$ cat src/hw/ext_periph_pkg.sv
// ==================================================
// External peripheral definitions: bus widths,
// address map, interrupt lines and register offsets
// ==================================================

package ext_periph_pkg;

  localparam int unsigned ADDR_WIDTH = 32;
  localparam int unsigned DATA_WIDTH = 32;
  localparam int unsigned NEXT_INT = 4;
  localparam int unsigned N_PERIPH = 2;

  // Offset bits inside one 4 KiB peripheral window
  localparam int unsigned OFFSET_WIDTH = 12;

  typedef logic [ADDR_WIDTH-1:0] addr_t;
  typedef logic [DATA_WIDTH-1:0] data_t;

  typedef enum logic [0:0] {
    PERIPH_GPIO_CNT = 1'b0,
    PERIPH_IFFIFO   = 1'b1
  } periph_idx_e;

  // End address is exclusive
  typedef struct packed {
    periph_idx_e idx;
    addr_t       start_addr;
    addr_t       end_addr;
  } addr_rule_t;

  localparam addr_rule_t EXT_PERIPH_ADDR_RULES[N_PERIPH] = '{
    '{idx: PERIPH_GPIO_CNT, start_addr: 32'h0000_0000, end_addr: 32'h0000_1000},
    '{idx: PERIPH_IFFIFO, start_addr: 32'h0000_1000, end_addr: 32'h0000_2000}
  };

  localparam int unsigned INTR_GPIO_CNT = 0;
  localparam int unsigned INTR_IFFIFO = 1;

  typedef enum logic [OFFSET_WIDTH-1:0] {
    CNT_MAX = 12'h000,
    COUNT   = 12'h004
  } gpio_cnt_reg_e;

  typedef enum logic [OFFSET_WIDTH-1:0] {
    DATA_IN   = 12'h000,
    DATA_OUT  = 12'h004,
    STATUS    = 12'h008,
    WATERMARK = 12'h00C,
    INT_EN    = 12'h010
  } iffifo_reg_e;

endpackage

$ cat src/hw/reg_bus_if.sv
// ==================================================
// Register bus: single-cycle word access with
// valid/ready handshake and error response
// ==================================================

`timescale 1ns/1ps

interface reg_bus_if;

  logic                  valid;
  logic                  write;
  ext_periph_pkg::addr_t addr;
  ext_periph_pkg::data_t wdata;
  ext_periph_pkg::data_t rdata;
  logic                  ready;
  logic                  error;

  modport master (
    output valid, write, addr, wdata,
    input  rdata, ready, error
  );

  modport slave (
    input  valid, write, addr, wdata,
    output rdata, ready, error
  );

endinterface

$ cat src/hw/periph_bus_demux.sv
// ==================================================
// Register bus demux: address decode onto the
// peripheral ports and response merge
// ==================================================

`timescale 1ns/1ps

module periph_bus_demux (
  input  logic                  clk_i,
  input  logic                  reset_i,

  input  logic                  valid_i,
  input  logic                  write_i,
  input  ext_periph_pkg::addr_t addr_i,
  input  ext_periph_pkg::data_t wdata_i,
  output ext_periph_pkg::data_t rdata_o,
  output logic                  ready_o,
  output logic                  error_o,

  reg_bus_if.master             gpio_bus,
  reg_bus_if.master             fifo_bus
);

  logic [ext_periph_pkg::N_PERIPH-1:0] sel;

  // Range match against the address map
  always_comb begin
    sel = '0;
    for (int i = 0; i < ext_periph_pkg::N_PERIPH; i++) begin
      if (addr_i >= ext_periph_pkg::EXT_PERIPH_ADDR_RULES[i].start_addr &&
          addr_i < ext_periph_pkg::EXT_PERIPH_ADDR_RULES[i].end_addr) begin
        sel[ext_periph_pkg::EXT_PERIPH_ADDR_RULES[i].idx] = 1'b1;
      end
    end
  end

  // Request fan-out, only valid is steered
  assign gpio_bus.valid = valid_i & sel[ext_periph_pkg::PERIPH_GPIO_CNT];
  assign gpio_bus.write = write_i;
  assign gpio_bus.addr  = addr_i;
  assign gpio_bus.wdata = wdata_i;

  assign fifo_bus.valid = valid_i & sel[ext_periph_pkg::PERIPH_IFFIFO];
  assign fifo_bus.write = write_i;
  assign fifo_bus.addr  = addr_i;
  assign fifo_bus.wdata = wdata_i;

  // Response merge; a miss still completes, with an error
  always_comb begin
    rdata_o = '0;
    ready_o = 1'b1;
    error_o = valid_i;
    if (sel[ext_periph_pkg::PERIPH_GPIO_CNT]) begin
      rdata_o = gpio_bus.rdata;
      ready_o = gpio_bus.ready;
      error_o = gpio_bus.error;
    end else if (sel[ext_periph_pkg::PERIPH_IFFIFO]) begin
      rdata_o = fifo_bus.rdata;
      ready_o = fifo_bus.ready;
      error_o = fifo_bus.error;
    end
  end

  // Peripheral windows must never overlap
  a_one_hot_valid: assert property (
    @(posedge clk_i) disable iff (reset_i)
    !(gpio_bus.valid && fifo_bus.valid)
  );

endmodule

$ cat src/hw/gpio_event_counter.sv
// ==================================================
// GPIO event counter: counts rising edges, pulses
// the output and raises an interrupt at CNT_MAX
// ==================================================

`timescale 1ns/1ps

module gpio_event_counter (
  input  logic      clk_i,
  input  logic      reset_i,
  input  logic      gpio_i,
  output logic      gpio_o,
  output logic      intr_o,
  reg_bus_if.slave  bus
);

  ext_periph_pkg::gpio_cnt_reg_e reg_off;
  ext_periph_pkg::data_t         cnt_max_q;
  ext_periph_pkg::data_t         count_q;
  logic [1:0]                    sync_q;
  logic                          prev_q;
  logic                          pulse_q;
  logic                          intr_q;
  logic                          rise;
  logic                          wr_cnt_max;
  logic                          wr_count;

  assign reg_off = ext_periph_pkg::gpio_cnt_reg_e'(bus.addr[ext_periph_pkg::OFFSET_WIDTH-1:0]);

  assign rise       = sync_q[1] & ~prev_q;
  assign wr_cnt_max = bus.valid & bus.write & (reg_off == ext_periph_pkg::CNT_MAX);
  assign wr_count   = bus.valid & bus.write & (reg_off == ext_periph_pkg::COUNT);

  always_ff @(posedge clk_i) begin
    if (reset_i) begin
      sync_q    <= '0;
      prev_q    <= 1'b0;
      cnt_max_q <= '0;
      count_q   <= '0;
      pulse_q   <= 1'b0;
      intr_q    <= 1'b0;
    end else begin
      // Two-flop synchronizer, then edge detect
      sync_q  <= {sync_q[0], gpio_i};
      prev_q  <= sync_q[1];
      pulse_q <= 1'b0;
      if (wr_cnt_max) begin
        // New threshold restarts the count
        cnt_max_q <= bus.wdata;
        count_q   <= '0;
      end else if (wr_count) begin
        count_q <= '0;
        intr_q  <= 1'b0;
      end else if (rise && cnt_max_q != '0) begin
        if (count_q == cnt_max_q - 1'b1) begin
          count_q <= '0;
          pulse_q <= 1'b1;
          intr_q  <= 1'b1;
        end else begin
          count_q <= count_q + 1'b1;
        end
      end
    end
  end

  assign gpio_o    = pulse_q;
  assign intr_o    = intr_q;
  assign bus.ready = 1'b1;

  always_comb begin
    bus.rdata = '0;
    bus.error = 1'b0;
    case (reg_off)
      ext_periph_pkg::CNT_MAX: bus.rdata = cnt_max_q;
      ext_periph_pkg::COUNT:   bus.rdata = count_q;
      default:                 bus.error = bus.valid;
    endcase
  end

  a_count_below_max: assert property (
    @(posedge clk_i) disable iff (reset_i)
    (cnt_max_q != '0) |-> (count_q < cnt_max_q)
  );

endmodule

$ cat src/hw/iffifo.sv
// ==================================================
// Interfaced FIFO: register-mapped push/pop queue
// with status, DMA slot levels and watermark IRQ
// ==================================================

`timescale 1ns/1ps

module iffifo #(
  parameter int unsigned FIFO_DEPTH = 8
) (
  input  logic      clk_i,
  input  logic      reset_i,
  output logic      in_ready_o,
  output logic      out_valid_o,
  output logic      intr_o,
  reg_bus_if.slave  bus
);

  localparam int unsigned PTR_W = $clog2(FIFO_DEPTH);
  localparam int unsigned LVL_W = PTR_W + 1;

  ext_periph_pkg::iffifo_reg_e reg_off;
  ext_periph_pkg::data_t       mem_q[FIFO_DEPTH];
  ext_periph_pkg::data_t       watermark_q;
  ext_periph_pkg::data_t       status;
  logic [PTR_W-1:0]            wr_ptr_q;
  logic [PTR_W-1:0]            rd_ptr_q;
  logic [LVL_W-1:0]            level_q;
  logic                        int_en_q;
  logic                        full;
  logic                        empty;
  logic                        push;
  logic                        pop;
  logic                        wr_wm;
  logic                        wr_int_en;

  assign reg_off = ext_periph_pkg::iffifo_reg_e'(bus.addr[ext_periph_pkg::OFFSET_WIDTH-1:0]);

  assign full  = (level_q == LVL_W'(FIFO_DEPTH));
  assign empty = (level_q == '0);

  always_comb begin
    status        = '0;
    status[15:0]  = 16'(level_q);
    status[16]    = full;
    status[17]    = empty;
  end

  // Decode and response in the same cycle
  always_comb begin
    bus.rdata = '0;
    bus.error = 1'b0;
    push      = 1'b0;
    pop       = 1'b0;
    wr_wm     = 1'b0;
    wr_int_en = 1'b0;
    case (reg_off)
      ext_periph_pkg::DATA_IN: begin
        push      = bus.valid & bus.write & ~full;
        bus.error = bus.valid & (~bus.write | full);
      end
      ext_periph_pkg::DATA_OUT: begin
        pop       = bus.valid & ~bus.write & ~empty;
        bus.rdata = empty ? '0 : mem_q[rd_ptr_q];
        bus.error = bus.valid & (bus.write | empty);
      end
      ext_periph_pkg::STATUS: begin
        bus.rdata = status;
        bus.error = bus.valid & bus.write;
      end
      ext_periph_pkg::WATERMARK: begin
        wr_wm     = bus.valid & bus.write;
        bus.rdata = watermark_q;
      end
      ext_periph_pkg::INT_EN: begin
        wr_int_en = bus.valid & bus.write;
        bus.rdata = ext_periph_pkg::data_t'(int_en_q);
      end
      default: bus.error = bus.valid;
    endcase
  end

  assign bus.ready = 1'b1;

  always_ff @(posedge clk_i) begin
    if (push) begin
      mem_q[wr_ptr_q] <= bus.wdata;
    end
  end

  always_ff @(posedge clk_i) begin
    if (reset_i) begin
      wr_ptr_q    <= '0;
      rd_ptr_q    <= '0;
      level_q     <= '0;
      watermark_q <= '0;
      int_en_q    <= 1'b0;
    end else begin
      if (push) begin
        wr_ptr_q <= wr_ptr_q + 1'b1;
      end
      if (pop) begin
        rd_ptr_q <= rd_ptr_q + 1'b1;
      end
      case ({push, pop})
        2'b10:   level_q <= level_q + 1'b1;
        2'b01:   level_q <= level_q - 1'b1;
        default: level_q <= level_q;
      endcase
      if (wr_wm) begin
        watermark_q <= bus.wdata;
      end
      if (wr_int_en) begin
        int_en_q <= bus.wdata[0];
      end
    end
  end

  // DMA slot levels
  assign in_ready_o  = ~full;
  assign out_valid_o = ~empty;

  // Interrupt tracks the registered level
  assign intr_o = int_en_q & (ext_periph_pkg::data_t'(level_q) >= watermark_q);

  a_level_bound: assert property (
    @(posedge clk_i) disable iff (reset_i)
    level_q <= LVL_W'(FIFO_DEPTH)
  );

  // Pointers meet only when the level says full or empty
  a_ptrs_meet_full_or_empty: assert property (
    @(posedge clk_i) disable iff (reset_i)
    (wr_ptr_q == rd_ptr_q) == (full || empty)
  );

endmodule

$ cat src/hw/ext_periph_subsys.sv
// ==================================================
// External peripheral subsystem: bus demux, GPIO
// counter, IFFIFO and interrupt vector
// ==================================================

`timescale 1ns/1ps

module ext_periph_subsys #(
  parameter int unsigned FIFO_DEPTH = 8
) (
  input  logic                                  clk_i,
  input  logic                                  reset_i,

  input  logic                                  reg_valid_i,
  input  logic                                  reg_write_i,
  input  ext_periph_pkg::addr_t                 reg_addr_i,
  input  ext_periph_pkg::data_t                 reg_wdata_i,
  output ext_periph_pkg::data_t                 reg_rdata_o,
  output logic                                  reg_ready_o,
  output logic                                  reg_error_o,

  input  logic                                  gpio_i,
  output logic                                  gpio_o,
  output logic                                  fifo_in_ready_o,
  output logic                                  fifo_out_valid_o,
  output logic [ext_periph_pkg::NEXT_INT-1:0]   intr_vector_o
);

  logic gpio_cnt_intr;
  logic iffifo_intr;

  reg_bus_if gpio_bus ();
  reg_bus_if fifo_bus ();

  periph_bus_demux periph_bus_demux_i (
    .clk_i    (clk_i),
    .reset_i  (reset_i),
    .valid_i  (reg_valid_i),
    .write_i  (reg_write_i),
    .addr_i   (reg_addr_i),
    .wdata_i  (reg_wdata_i),
    .rdata_o  (reg_rdata_o),
    .ready_o  (reg_ready_o),
    .error_o  (reg_error_o),
    .gpio_bus (gpio_bus.master),
    .fifo_bus (fifo_bus.master)
  );

  gpio_event_counter gpio_event_counter_i (
    .clk_i   (clk_i),
    .reset_i (reset_i),
    .gpio_i  (gpio_i),
    .gpio_o  (gpio_o),
    .intr_o  (gpio_cnt_intr),
    .bus     (gpio_bus.slave)
  );

  iffifo #(
    .FIFO_DEPTH (FIFO_DEPTH)
  ) iffifo_i (
    .clk_i       (clk_i),
    .reset_i     (reset_i),
    .in_ready_o  (fifo_in_ready_o),
    .out_valid_o (fifo_out_valid_o),
    .intr_o      (iffifo_intr),
    .bus         (fifo_bus.slave)
  );

  // Unused lines stay low
  always_comb begin
    intr_vector_o = '0;
    intr_vector_o[ext_periph_pkg::INTR_GPIO_CNT] = gpio_cnt_intr;
    intr_vector_o[ext_periph_pkg::INTR_IFFIFO]   = iffifo_intr;
  end

endmodule

$ cat config.mk
export PLATFORM = sky130hd
export DESIGN_NAME = ext_periph_subsys
export DESIGN_NICKNAME = d
export VERILOG_FILES = /design/src/hw/ext_periph_pkg.sv /design/src/hw/reg_bus_if.sv /design/src/hw/periph_bus_demux.sv /design/src/hw/gpio_event_counter.sv /design/src/hw/iffifo.sv /design/src/hw/ext_periph_subsys.sv
export SDC_FILE = /design/constraint.sdc
export NUM_CORES = 1
export LEC_CHECK = 0
export ABC_AREA = 0
export BUFFER_PORTS_ARGS = -buffer_cell sky130_fd_sc_hd__buf_4
export CAP_MARGIN = 20
export CELL_PAD_IN_SITES_DETAIL_PLACEMENT = 0
export CELL_PAD_IN_SITES_GLOBAL_PLACEMENT = 1
export CORE_MARGIN = 5
export CORE_UTILIZATION = 51
export DETAILED_ROUTE_END_ITERATION = 10
export GPL_ROUTABILITY_DRIVEN = 1
export PLACE_DENSITY = 0.91
export SLEW_MARGIN = 20
export SYNTH_ARGS = -nofsm -noshare
export SYNTH_HDL_FRONTEND = slang
export SYNTH_SLANG_ARGS = --single-unit
$ cat constraint.sdc
create_clock -name clk_i -period 15.2 [get_ports clk_i]
set_input_delay 0.76 -clock clk_i [delete_from_list [all_inputs] [get_ports clk_i]]
set_output_delay 0.76 -clock clk_i [all_outputs]
set_load 0.02 [all_outputs]
==> results_dict.tcl, run 1 <==
set metrics [dict create \
    status "finished, final reports clean" \
    period_minus_slack_ns 4.29 \
    ys_seq_area_frac 0.588 \
    final_core_util 0.593 \
    design_area_um2 19400 \
    synthArstFlopShare 0 \
    antenna_found_initial 1 \
    arrival_ns 4.46 \
    hpwl_mm 28.7 \
    fin_skew_ns 0.0351 \
    p_per_area_nw_per_um2 104 \
    clockBufferDepth 3 \
    dpl_cell_area_um2 18100 \
    r2r_start "iffifo_i.level_q[1]$_SDFFE_PP0P_" \
    wl_met1_mm 18.0 \
    drt_iter0_markers 1131 \
    min_path_type "input port to register" \
    grt_pass1_wl_mm 67.0 \
    gp_congestion 0.946 \
    worstSetupStartpoint "reg_addr_i[31]" \
    syn_area_um2 17000 \
    numCtsBuffers 39 \
    io_buffers 106 \
    grt_max_degree 82 \
    whs_ns 0.447 \
    pre_cts_ws_ns 10.28 \
    ys.warnings.count 0 \
    die_w_um 193 \
    numClockSinks 371 \
    tritoncts "built" \
    grt_setup_unrepaired "no" \
    synth_cell_types 55 \
    maxCapViolations 0 \
    grt_pass1_vias 11080 \
    min_period_over_period 0.282 \
    ff2ff_setup_slack_ns 11.09 \
    topRoutingLayerUsed "met5" \
    core-area_um2 32700 \
    diodes 0 \
    required_ns 15.38 \
    drtPass1Iterations 7 \
    finalHoldViolCount 0 \
    setup_ws_ns 10.92 \
    crit_type "input port to register" \
    overflow 0 \
    vias 11324 \
    nets 1467 \
    cts_htree_levels 2 \
    yosys-top-cells-area "edfxtp_1 (45%), dfxtp_1 (14%), mux4_2 (8.5%)" \
    place_inst 1783 \
    maxSlewViolCount 0 \
    viasPerCell 6.09 \
    synth_top_area_frac 0.452 \
    rr_worst_depth 11 \
    avgRoutedWirePerCell_um 24.0 \
    fin_setup_tns_ns 0 \
    synth_area_leader_cell "edfxtp_1" \
    instances_no_fill 1859 \
    synth.ff_latch_count 371 \
    wl_met2_mm 21.6 \
    power_mw 2.02 \
    slew_headroom 0.256 \
    max_freq_mhz 233 \
    wl_met3_mm 3.74 \
    path_depth 8 \
    endpoint "iffifo_i.mem_q[1][7]$_DFFE_PP_" \
    drt-total-wl_mm 44.6 \
    slowest_stage "nor4_1" \
    path_max_fanout 24 \
    ant_nets 0 \
    worst_slew_pin_slew_ns 1.10 \
    areaGrowthSynthToFinish_pct 14.1 \
    initial_utilization 0.520 \
    cts_hold_buf 0 \
    cp-start-kind "input port" \
    grt_usage 0.238 \
    whs_path_depth 2 \
    syn_inst 1320 \
    post_cts_buffers 0 \
    crit_chain "buf_4, nor4_1, nand2_1, or4_1, nor4_1, nand2_1, nor3_2, buf_4" \
    pin_count 110 \
    clk_pin_slew_worst_paths_ns 0.06 \
    root_buffer "clkbuf_16" \
    std_cell_rows 66 \
    syn_area_per_cell_um2 12.9 \
    irDropWorstVdd_mv 0.106 \
    max_stage_delay_ns 0.87 \
    leakagePower_nw 6.67 \
    die_area_um2 37100 \
    cts_resized 0 \
    crit_path_end_kind "register" \
    drc 0 \
    regToRegEndpoint "iffifo_i.level_q[2]$_SDFFE_PP0P_" \
    cp_top_family "simple AND/OR/NAND/NOR gates" \
    drive_above_1_share 0.207 \
    crit_buf_inv 2 \
    layout_common_cells "edfxtp_1 (256), buf_4 (116), dfxtp_1 (112)" \
    final_common_cell "edfxtp_1" \
    synth-edff-count 256 \
    die_h_um 193 \
    synth_ff_type "edfxtp_1" \
    clk_latency_ns 0.56 \
    final-setup-viol-count 0 \
]
[worst min path at each step]
| stage | to | slack (ns) | start |
|---|---|---|---|
| after detailed placement | gpio_event_counter_i.sync_q[1]$_SDFF_PP0_ | 0.44 | gpio_event_counter_i.sync_q[0]$_SDFF_PP0_ |
| after CTS | iffifo_i.mem_q[5][11]$_DFFE_PP_ | 0.43 | reg_wdata_i[11] |
| after floorplan | gpio_event_counter_i.sync_q[1]$_SDFF_PP0_ | 0.41 | gpio_event_counter_i.sync_q[0]$_SDFF_PP0_ |
| after global placement | gpio_event_counter_i.sync_q[1]$_SDFF_PP0_ | 0.44 | gpio_event_counter_i.sync_q[0]$_SDFF_PP0_ |
| final | gpio_event_counter_i.sync_q[0]$_SDFF_PP0_ | 0.45 | gpio_i |
| after global routing | iffifo_i.mem_q[5][11]$_DFFE_PP_ | 0.44 | reg_wdata_i[11] |
[cell usage after synthesis, types with 30 or more instances]
master	n
o22ai_1	35
clkbuf_1	72
xor2_1	42
nor3_2	30
nand2_1	105
xnor2_1	44
mux2i_1	106
nor2_1	107
a21oi_1	73
edfxtp_1	256
mux4_2	64
dfxtp_1	115
[report_power, final]
group / switching [mW] / internal, mW / total [mW]
sequential: 0.000139 / 1.08 / 1.08
clock: 0.400 / 0.501 / 0.901
combinational: 0.0291 / 0.0154 / 0.0445
total: 0.429 / 1.59 / 2.02
[layer usage]
layer / track usage / vias to the layer above
li1: - / 5105
met1: 0.325 / 5588
met2: 0.393 / 547
met3: 0.0458 / 82
met4: 0.0697 / 2
met5: 0 / -
[cell type report]
cell class / instances / area, µm²
Fill cell: 2569 / 13300
Sequential cell: 371 / 10000
Multi-Input combinational cell: 840 / 6600
Clock buffer: 47 / 1020
Timing Repair Buffer: 121 / 986
Tap cell: 442 / 553
Clock inverter: 24 / 198
Inverter: 14 / 52.6
[registers in the layout, indices dropped and copies added (netlist names), named ones only]
register and count:
iffifo_i.mem_q 256, gpio_event_counter_i.cnt_max_q 32, gpio_event_counter_i.count_q 32, iffifo_i.watermark_q 32
iffifo_i.level_q 4, iffifo_i.rd_ptr_q 3, iffifo_i.wr_ptr_q 3, gpio_event_counter_i.sync_q 2
gpio_event_counter_i.gpio_o 1, gpio_event_counter_i.intr_o 1, gpio_event_counter_i.prev_q 1, iffifo_i.int_en_q 1
[cell families after synthesis]
kind of cell,count (synthesis),synth area share
muxes,170,0.147
DFF,371,0.588
xor gates and xnor gates,86,0.0443
and+or+nand+nor,418,0.129
buffers and inverters,110,0.0293
other,2,0.000442
adders and majority gates,11,0.00810
AOI/OAI and AO/OA,152,0.0537
No activity file was read; power rests on OpenSTA's default activity.
==> run 2, diff against run 1 <==
--- a/config.mk
+++ b/config.mk
@@ -5,16 +5,16 @@
 export SDC_FILE = /design/constraint.sdc
 export NUM_CORES = 1
 export LEC_CHECK = 0
-export ABC_AREA = 0
+export ABC_AREA = 1
 export BUFFER_PORTS_ARGS = -buffer_cell sky130_fd_sc_hd__buf_4
 export CAP_MARGIN = 20
 export CELL_PAD_IN_SITES_DETAIL_PLACEMENT = 0
 export CELL_PAD_IN_SITES_GLOBAL_PLACEMENT = 1
 export CORE_MARGIN = 5
-export CORE_UTILIZATION = 51
+export CORE_UTILIZATION = 43
 export DETAILED_ROUTE_END_ITERATION = 10
 export GPL_ROUTABILITY_DRIVEN = 1
-export PLACE_DENSITY = 0.91
+export PLACE_DENSITY = 0.86
 export SLEW_MARGIN = 20
 export SYNTH_ARGS = -nofsm -noshare
 export SYNTH_HDL_FRONTEND = slang
==> constraint.sdc (replaced) <==
create_clock -name clk_i -period 3.9 [get_ports clk_i]
set_input_delay 0.195 -clock clk_i [delete_from_list [all_inputs] [get_ports clk_i]]
set_output_delay 0.195 -clock clk_i [all_outputs]
set_load 0.02 [all_outputs]
==> run 2 against run 1 <==
  * Hold slack got worse by 0.34 ns
  * Largest power group unchanged
  * Via count increased by 21%
  * Sequential share of layout area decreased by 1.1 points
  * Critical path depth unchanged
  * Design area increased by 2.3%
  * Core utilization decreased by 9.0 points
  * Final cell count increased by 33%
  * Register-to-register slack got worse by 10 ns
==> results_dict.tcl, run 2 <==
set metrics [dict create \
    status "finished, final reports clean" \
    drt-total-wl_mm 48.5 \
    maxSlewViolCount 0 \
    synth_top_area_frac 0.451 \
    initial_utilization 0.432 \
    hpwl_mm 32.4 \
    die_w_um 209 \
    arrival_ns 3.19 \
    fillers 3600 \
    seq_area_um2 9990 \
    max_stage_delay_ns 0.69 \
    synth_area_leader_cell "edfxtp_1" \
    regMostFlops "iffifo_i.mem_q" \
    cts_resized 0 \
    fin_setup_tns_ns 0 \
    crit_path_end_kind "output port" \
    areaGrowthSynthToFinish_pct 16.5 \
    slew_headroom 0.286 \
    crit_chain "clkinv_2, buf_4, o21ai_0, o22ai_1, o21ai_0, o22ai_1, a32o_1, buf_4" \
    crit_buf_inv 3 \
    diodes 0 \
    largest_register_ffs 256 \
    worst_slew_pin_slew_ns 1.07 \
    overflow 0 \
    cp_top_family "compound AO/OA/AOI/OAI gates" \
    std_cell_rows 73 \
    max_freq_mhz 295 \
    die_h_um 209 \
    period_minus_slack_ns 3.39 \
    grt_setup_unrepaired "no" \
    drt_iter0_markers 1433 \
    multi_input_area_um2 6050 \
    drtPass1Iterations 8 \
    tritoncts "built" \
    grt_pass1_vias 13126 \
    synthArstFlopShare 0 \
    synth_cell_types 41 \
    nets 1994 \
    path_max_fanout 53 \
    avgRoutedWirePerCell_um 19.7 \
    syn_area_um2 17000 \
    numClockSinks 371 \
    design_area_um2 19800 \
    dpl_cell_area_um2 18300 \
    antenna_found_initial 0 \
    syn_area_per_cell_um2 9.44 \
    clk_pin_slew_worst_paths_ns 0.06 \
    syn_inst 1805 \
    cp-start-kind "register" \
    ys_seq_area_frac 0.586 \
    pin_count 110 \
    post_cts_buffers 0 \
    final-setup-viol-count 0 \
    finalHoldViolCount 0 \
    layout_common_cells "nor2_1 (293), edfxtp_1 (256), o21ai_0 (250)" \
    slowest_stage "dfxtp_4" \
    core-area_um2 39500 \
    gp_congestion 0.945 \
    final_common_cell "nor2_1" \
    cts_hold_buf 36 \
    synth.ff_latch_count 371 \
    viasPerCell 5.54 \
    synthTopCellsByCount "nor2_1 (293), edfxtp_1 (256), o21ai_0 (250), nand2_1 (193), inv_1 (162)" \
    cts_htree_levels 2 \
    ys.warnings.count 0 \
    io_buffers 106 \
    min_path_type "input port to register" \
    grt_usage 0.214 \
    drive_above_1_share 0.112 \
    irDropWorstVdd_mv 0.273 \
    yosys-top-cells-area "edfxtp_1 (45%), dfxtp_1 (14%), o21ai_0 (7.3%)" \
    clk_latency_ns 0.54 \
    ant_nets 0 \
    crit_type "register to output port" \
    p_per_area_nw_per_um2 394 \
    leakagePower_nw 7.22 \
    required_ns 3.70 \
    synth_most_common_cell "nor2_1" \
    synth_ff_type "edfxtp_1" \
    maxCapViolations 0 \
    min_period_over_period 0.868 \
    drc 0 \
    die_area_um2 43700 \
    clockBufferDepth 3 \
    grt_max_degree 74 \
    grt_pass1_wl_mm 74.5 \
    fin_skew_ns 0.0174 \
    numCtsBuffers 38 \
    synth-edff-count 256 \
    final_core_util 0.503 \
    root_buffer "clkbuf_16" \
    vias 13667 \
]
-- run 2: report_power, final --
| part | switching, mW | internal (mW) | leakage [nW] |
|---|---|---|---|
| registers | 0.000253 | 4.20 | 3.23 |
| logic | 0.118 | 0.0827 | 3.43 |
| clock network | 1.50 | 1.91 | 0.562 |
| total | 1.62 | 6.19 | 7.22 |
-- run 2: stage by stage --
stage / setup slack (ns) / instances / power [mW] / hold WS (ns)
after floorplan: -0.168 / 1806 / 4.34 / 0.294
after global placement: 0.887 / 2363 / 4.45 / 0.390
after detailed placement: 0.792 / 2363 / 4.45 / 0.396
after CTS: 0.586 / 2466 / 7.87 / 0.0805
after global routing: 0.350 / 2466 / 8.04 / 0.151
final: 0.514 / 2466 / 7.81 / 0.107
-- run 2: cell type report --
class	instances	area share
Sequential cell	371	0.504
Multi-Input combinational cell	1168	0.305
Timing Repair Buffer	166	0.0680
Clock buffer	48	0.0509
Tap cell	525	0.0331
Inverter	169	0.0320
Clock inverter	19	0.00744
-- run 2: worst reg2reg max path, cell delays in order (launching register included) --
cell,delay (ns)
dfxtp_1,0.33
nor2_2,0.13
nand2_1,0.10
nor2_1,0.69
nand2_1,0.20
nor2_1,0.15
nand2_1,0.07
nand3_1,0.09
nand2_1,0.05
nor2_1,0.09
nand3_1,0.08
nor2_1,0.26
nand2_2,0.12
nand2_4,0.29
nor2_1,0.11
-- run 2: per-layer routing --
layer / GRT usage / vias up / share of wire
li1: - / 6581 / -
met3: 0.0326 / 80 / 0.070
met2: 0.346 / 467 / 0.47
met5: 0 / - / 0
met1: 0.302 / 6539 / 0.44
met4: 0.0626 / 0 / 0.027
-- run 2: cells by family after synthesis --
logic type	Yosys count	share of synthesized area
other cells	2	0.000441
simple gates	606	0.148
compound gates	509	0.175
flops	371	0.586
xor+xnor	39	0.0201
fa+ha+maj	11	0.00808
buf+inv	267	0.0619
-- run 2: path summary, 6_finish.rpt --
path / from / to / slack, ns / depth (start not counted)
min: reg_write_i / iffifo_i.rd_ptr_q[0]$_SDFFE_PP0P_ / 0.11 / 4
max: register / reg_rdata_o[4] / 0.51 / 8
max reg2reg: gpio_event_counter_i.cnt_max_q[1]$_SDFFE_PP0P_ / gpio_event_counter_i.count_q[29]$_SDFFE_PP0P_ / 1.03 / 14
min reg2reg: gpio_event_counter_i.sync_q[0]$_SDFF_PP0_ / gpio_event_counter_i.sync_q[1]$_SDFF_PP0_ / 0.40 / 2
==> run 3, diff against run 2 <==
--- a/config.mk
+++ b/config.mk
@@ -5,13 +5,12 @@
 export SDC_FILE = /design/constraint.sdc
 export NUM_CORES = 1
 export LEC_CHECK = 0
-export ABC_AREA = 1
 export BUFFER_PORTS_ARGS = -buffer_cell sky130_fd_sc_hd__buf_4
 export CAP_MARGIN = 20
 export CELL_PAD_IN_SITES_DETAIL_PLACEMENT = 0
 export CELL_PAD_IN_SITES_GLOBAL_PLACEMENT = 1
 export CORE_MARGIN = 5
-export CORE_UTILIZATION = 43
+export CORE_UTILIZATION = 45
 export DETAILED_ROUTE_END_ITERATION = 10
 export GPL_ROUTABILITY_DRIVEN = 1
 export PLACE_DENSITY = 0.86
==> run 3 against run 2 <==
  * Via count down 17%
  * Fmax is 2.5% lower
  * Design area is 1.4% higher
  * Sequential power is essentially flat
  * Largest power group unchanged
  * Sequential share of layout area down 0.69 points
  * Die area is 4.4% lower
  * Clock power grew 18%
  * Critical path depth unchanged
  * Worst setup slack worse by 0.086 ns
  * Clock skew increased by 0.012 ns
  * Core utilization rose by 3.4 points
  * Power is 7.8% higher
==> results_dict.tcl, run 3 (synthesis gave the netlist of run 1 again) <==
set metrics [dict create \
    largest_register_ffs 256 \
    overflow 0 \
    grt_setup_unrepaired "no" \
    power_frac_comb 0.023 \
    pre_cts_ws_ns 0.454 \
    grt_max_degree 82 \
    p_int_mw 6.68 \
    multi_input_area_um2 6610 \
    diodes 0 \
    clk_pin_slew_worst_paths_ns 0.06 \
    drive_above_1_share 0.218 \
    std_cell_rows 71 \
    fin_setup_tns_ns 0 \
    crit_path_end_kind "register" \
    switching_share 0.206 \
    fin_skew_ns 0.0290 \
    p_per_area_nw_per_um2 418 \
    required_ns 4.28 \
    arrival_ns 3.85 \
    die_area_um2 41800 \
    areaGrowthSynthToFinish_pct 18.4 \
    finalHoldViolCount 0 \
    min_path_type "input port to register" \
    layout_common_cells "edfxtp_1 (256), buf_4 (131), dfxtp_1 (112)" \
    drt_iter0_markers 1048 \
    fillers 3107 \
    gp_congestion 0.962 \
    grt_pass1_vias 11426 \
    power_switching_mw 1.74 \
    initial_utilization 0.454 \
    cp-start-kind "register" \
    power_mw 8.42 \
    hpwl_mm 28.9 \
    worst_slew_pin_slew_ns 0.998 \
    seq_area_um2 10000 \
    post_cts_buffers 0 \
    drtPass1Iterations 5 \
    slowest_stage "or4_1" \
    tritoncts "built" \
    clkPwrFrac 0.478 \
    die_h_um 204 \
    numClockSinks 371 \
    io_buffers 106 \
    antenna_found_initial 0 \
    ant_nets 0 \
    dpl_cell_area_um2 18400 \
    core-area_um2 37500 \
    maxSlewViolCount 0 \
    drc 0 \
    drt-total-wl_mm 43.7 \
    regMostFlops "iffifo_i.mem_q" \
    grt_pass1_wl_mm 67.8 \
    maxCapViolations 0 \
    leakagePower_nw 6.94 \
    final_common_cell "edfxtp_1" \
    nets 1515 \
    crit_chain "or4_1, or3_1, nor4_1, xor2_1, a2111oi_0, and4_2, buf_12, nor3_2" \
    path_max_fanout 25 \
    die_w_um 204 \
    final-setup-viol-count 0 \
    clockBufferDepth 3 \
    slew_headroom 0.329 \
    status "finished, final reports clean" \
    grt_usage 0.207 \
    design_area_um2 20100 \
    setup_ws_ns 0.428 \
    crit_type "register to register" \
    root_buffer "clkbuf_16" \
    pin_count 110 \
    instances_no_fill 1977 \
    crit_buf_inv 1 \
    period_minus_slack_ns 3.47 \
    min_period_over_period 0.890 \
    avgRoutedWirePerCell_um 22.1 \
    place_inst 1871 \
    irDropWorstVdd_mv 0.362 \
    numCtsBuffers 40 \
    clk_latency_ns 0.54 \
    viasPerCell 5.76 \
    cts_htree_levels 2 \
    ff2ff_setup_slack_ns 0.43 \
    vias 11384 \
    max_stage_delay_ns 0.66 \
    max_freq_mhz 288 \
    cp_top_family "simple AND/OR/NAND/NOR gates" \
    pwr-share-seq 0.499 \
]
run 3: timing repair:
action / 4_1_cts / 5_1_grt
endpoints found under the hold margin: 311 / 0
resized for setup: 0 / 0
hold buffers: 33 / 0
run 3: worst paths after layout:
path,cells past startpoint,start,endpoint
worst max-delay path,8,gpio_event_counter_i.cnt_max_q[24]$_SDFFE_PP0P_,gpio_event_counter_i.count_q[3]$_SDFFE_PP0P_
worst min-delay path,5,reg_addr_i[4],iffifo_i.int_en_q$_SDFFE_PP0P_
worst max register to register,8,gpio_event_counter_i.cnt_max_q[24]$_SDFFE_PP0P_,gpio_event_counter_i.count_q[3]$_SDFFE_PP0P_
worst min register to register,1,gpio_event_counter_i.sync_q[0]$_SDFF_PP0_,gpio_event_counter_i.sync_q[1]$_SDFF_PP0_
run 3: power groups by stage:
stage                     Combinational (mW)  Sequential [mW]  Clock [mW]
final                                  0.195             4.20        4.03
after global routing                   0.207             4.20        4.26
after CTS                              0.194             4.20        4.10
after detailed placement               0.166             4.28           0
after global placement                 0.161             4.28           0
after floorplan                       0.0503             4.29           0
run 3: cell type report:
class	instances	area share
multi-input cells	840	0.328
clock inverters	27	0.0184
clock buffers	46	0.0529
flip-flops and latches	371	0.497
repair buffers	168	0.0693
well taps	511	0.0318
inverters	14	0.00261
run 3: metal layers:
metal  track usage  wire [µm]  vias to the layer above
li1              -          -                     5202
met1         0.288      18500                     5674
met2         0.352      21500                      452
met3        0.0279       2830                       56
met4        0.0452        857                        0
met5             0          0                        -
run 3: per-stage QoR:
step           hold WS (ns)   util
2_1_floorplan         0.294      -
3_3_place_gp          0.421  0.490
3_5_place_dp          0.414  0.490
4_1_cts               0.150  0.537
5_1_grt               0.201  0.537
6_report              0.183  0.537
run 3: worst reg2reg max path, delay by kind of cell (launching register included):
family                 cells  cell delay (ns)
AO/OA/AOI/OAI              1             0.49
XOR/XNOR                   1             0.14
buffers and inverters      1             0.26
flip-flops                 1             0.37
AND/OR/NAND/NOR            5             2.06
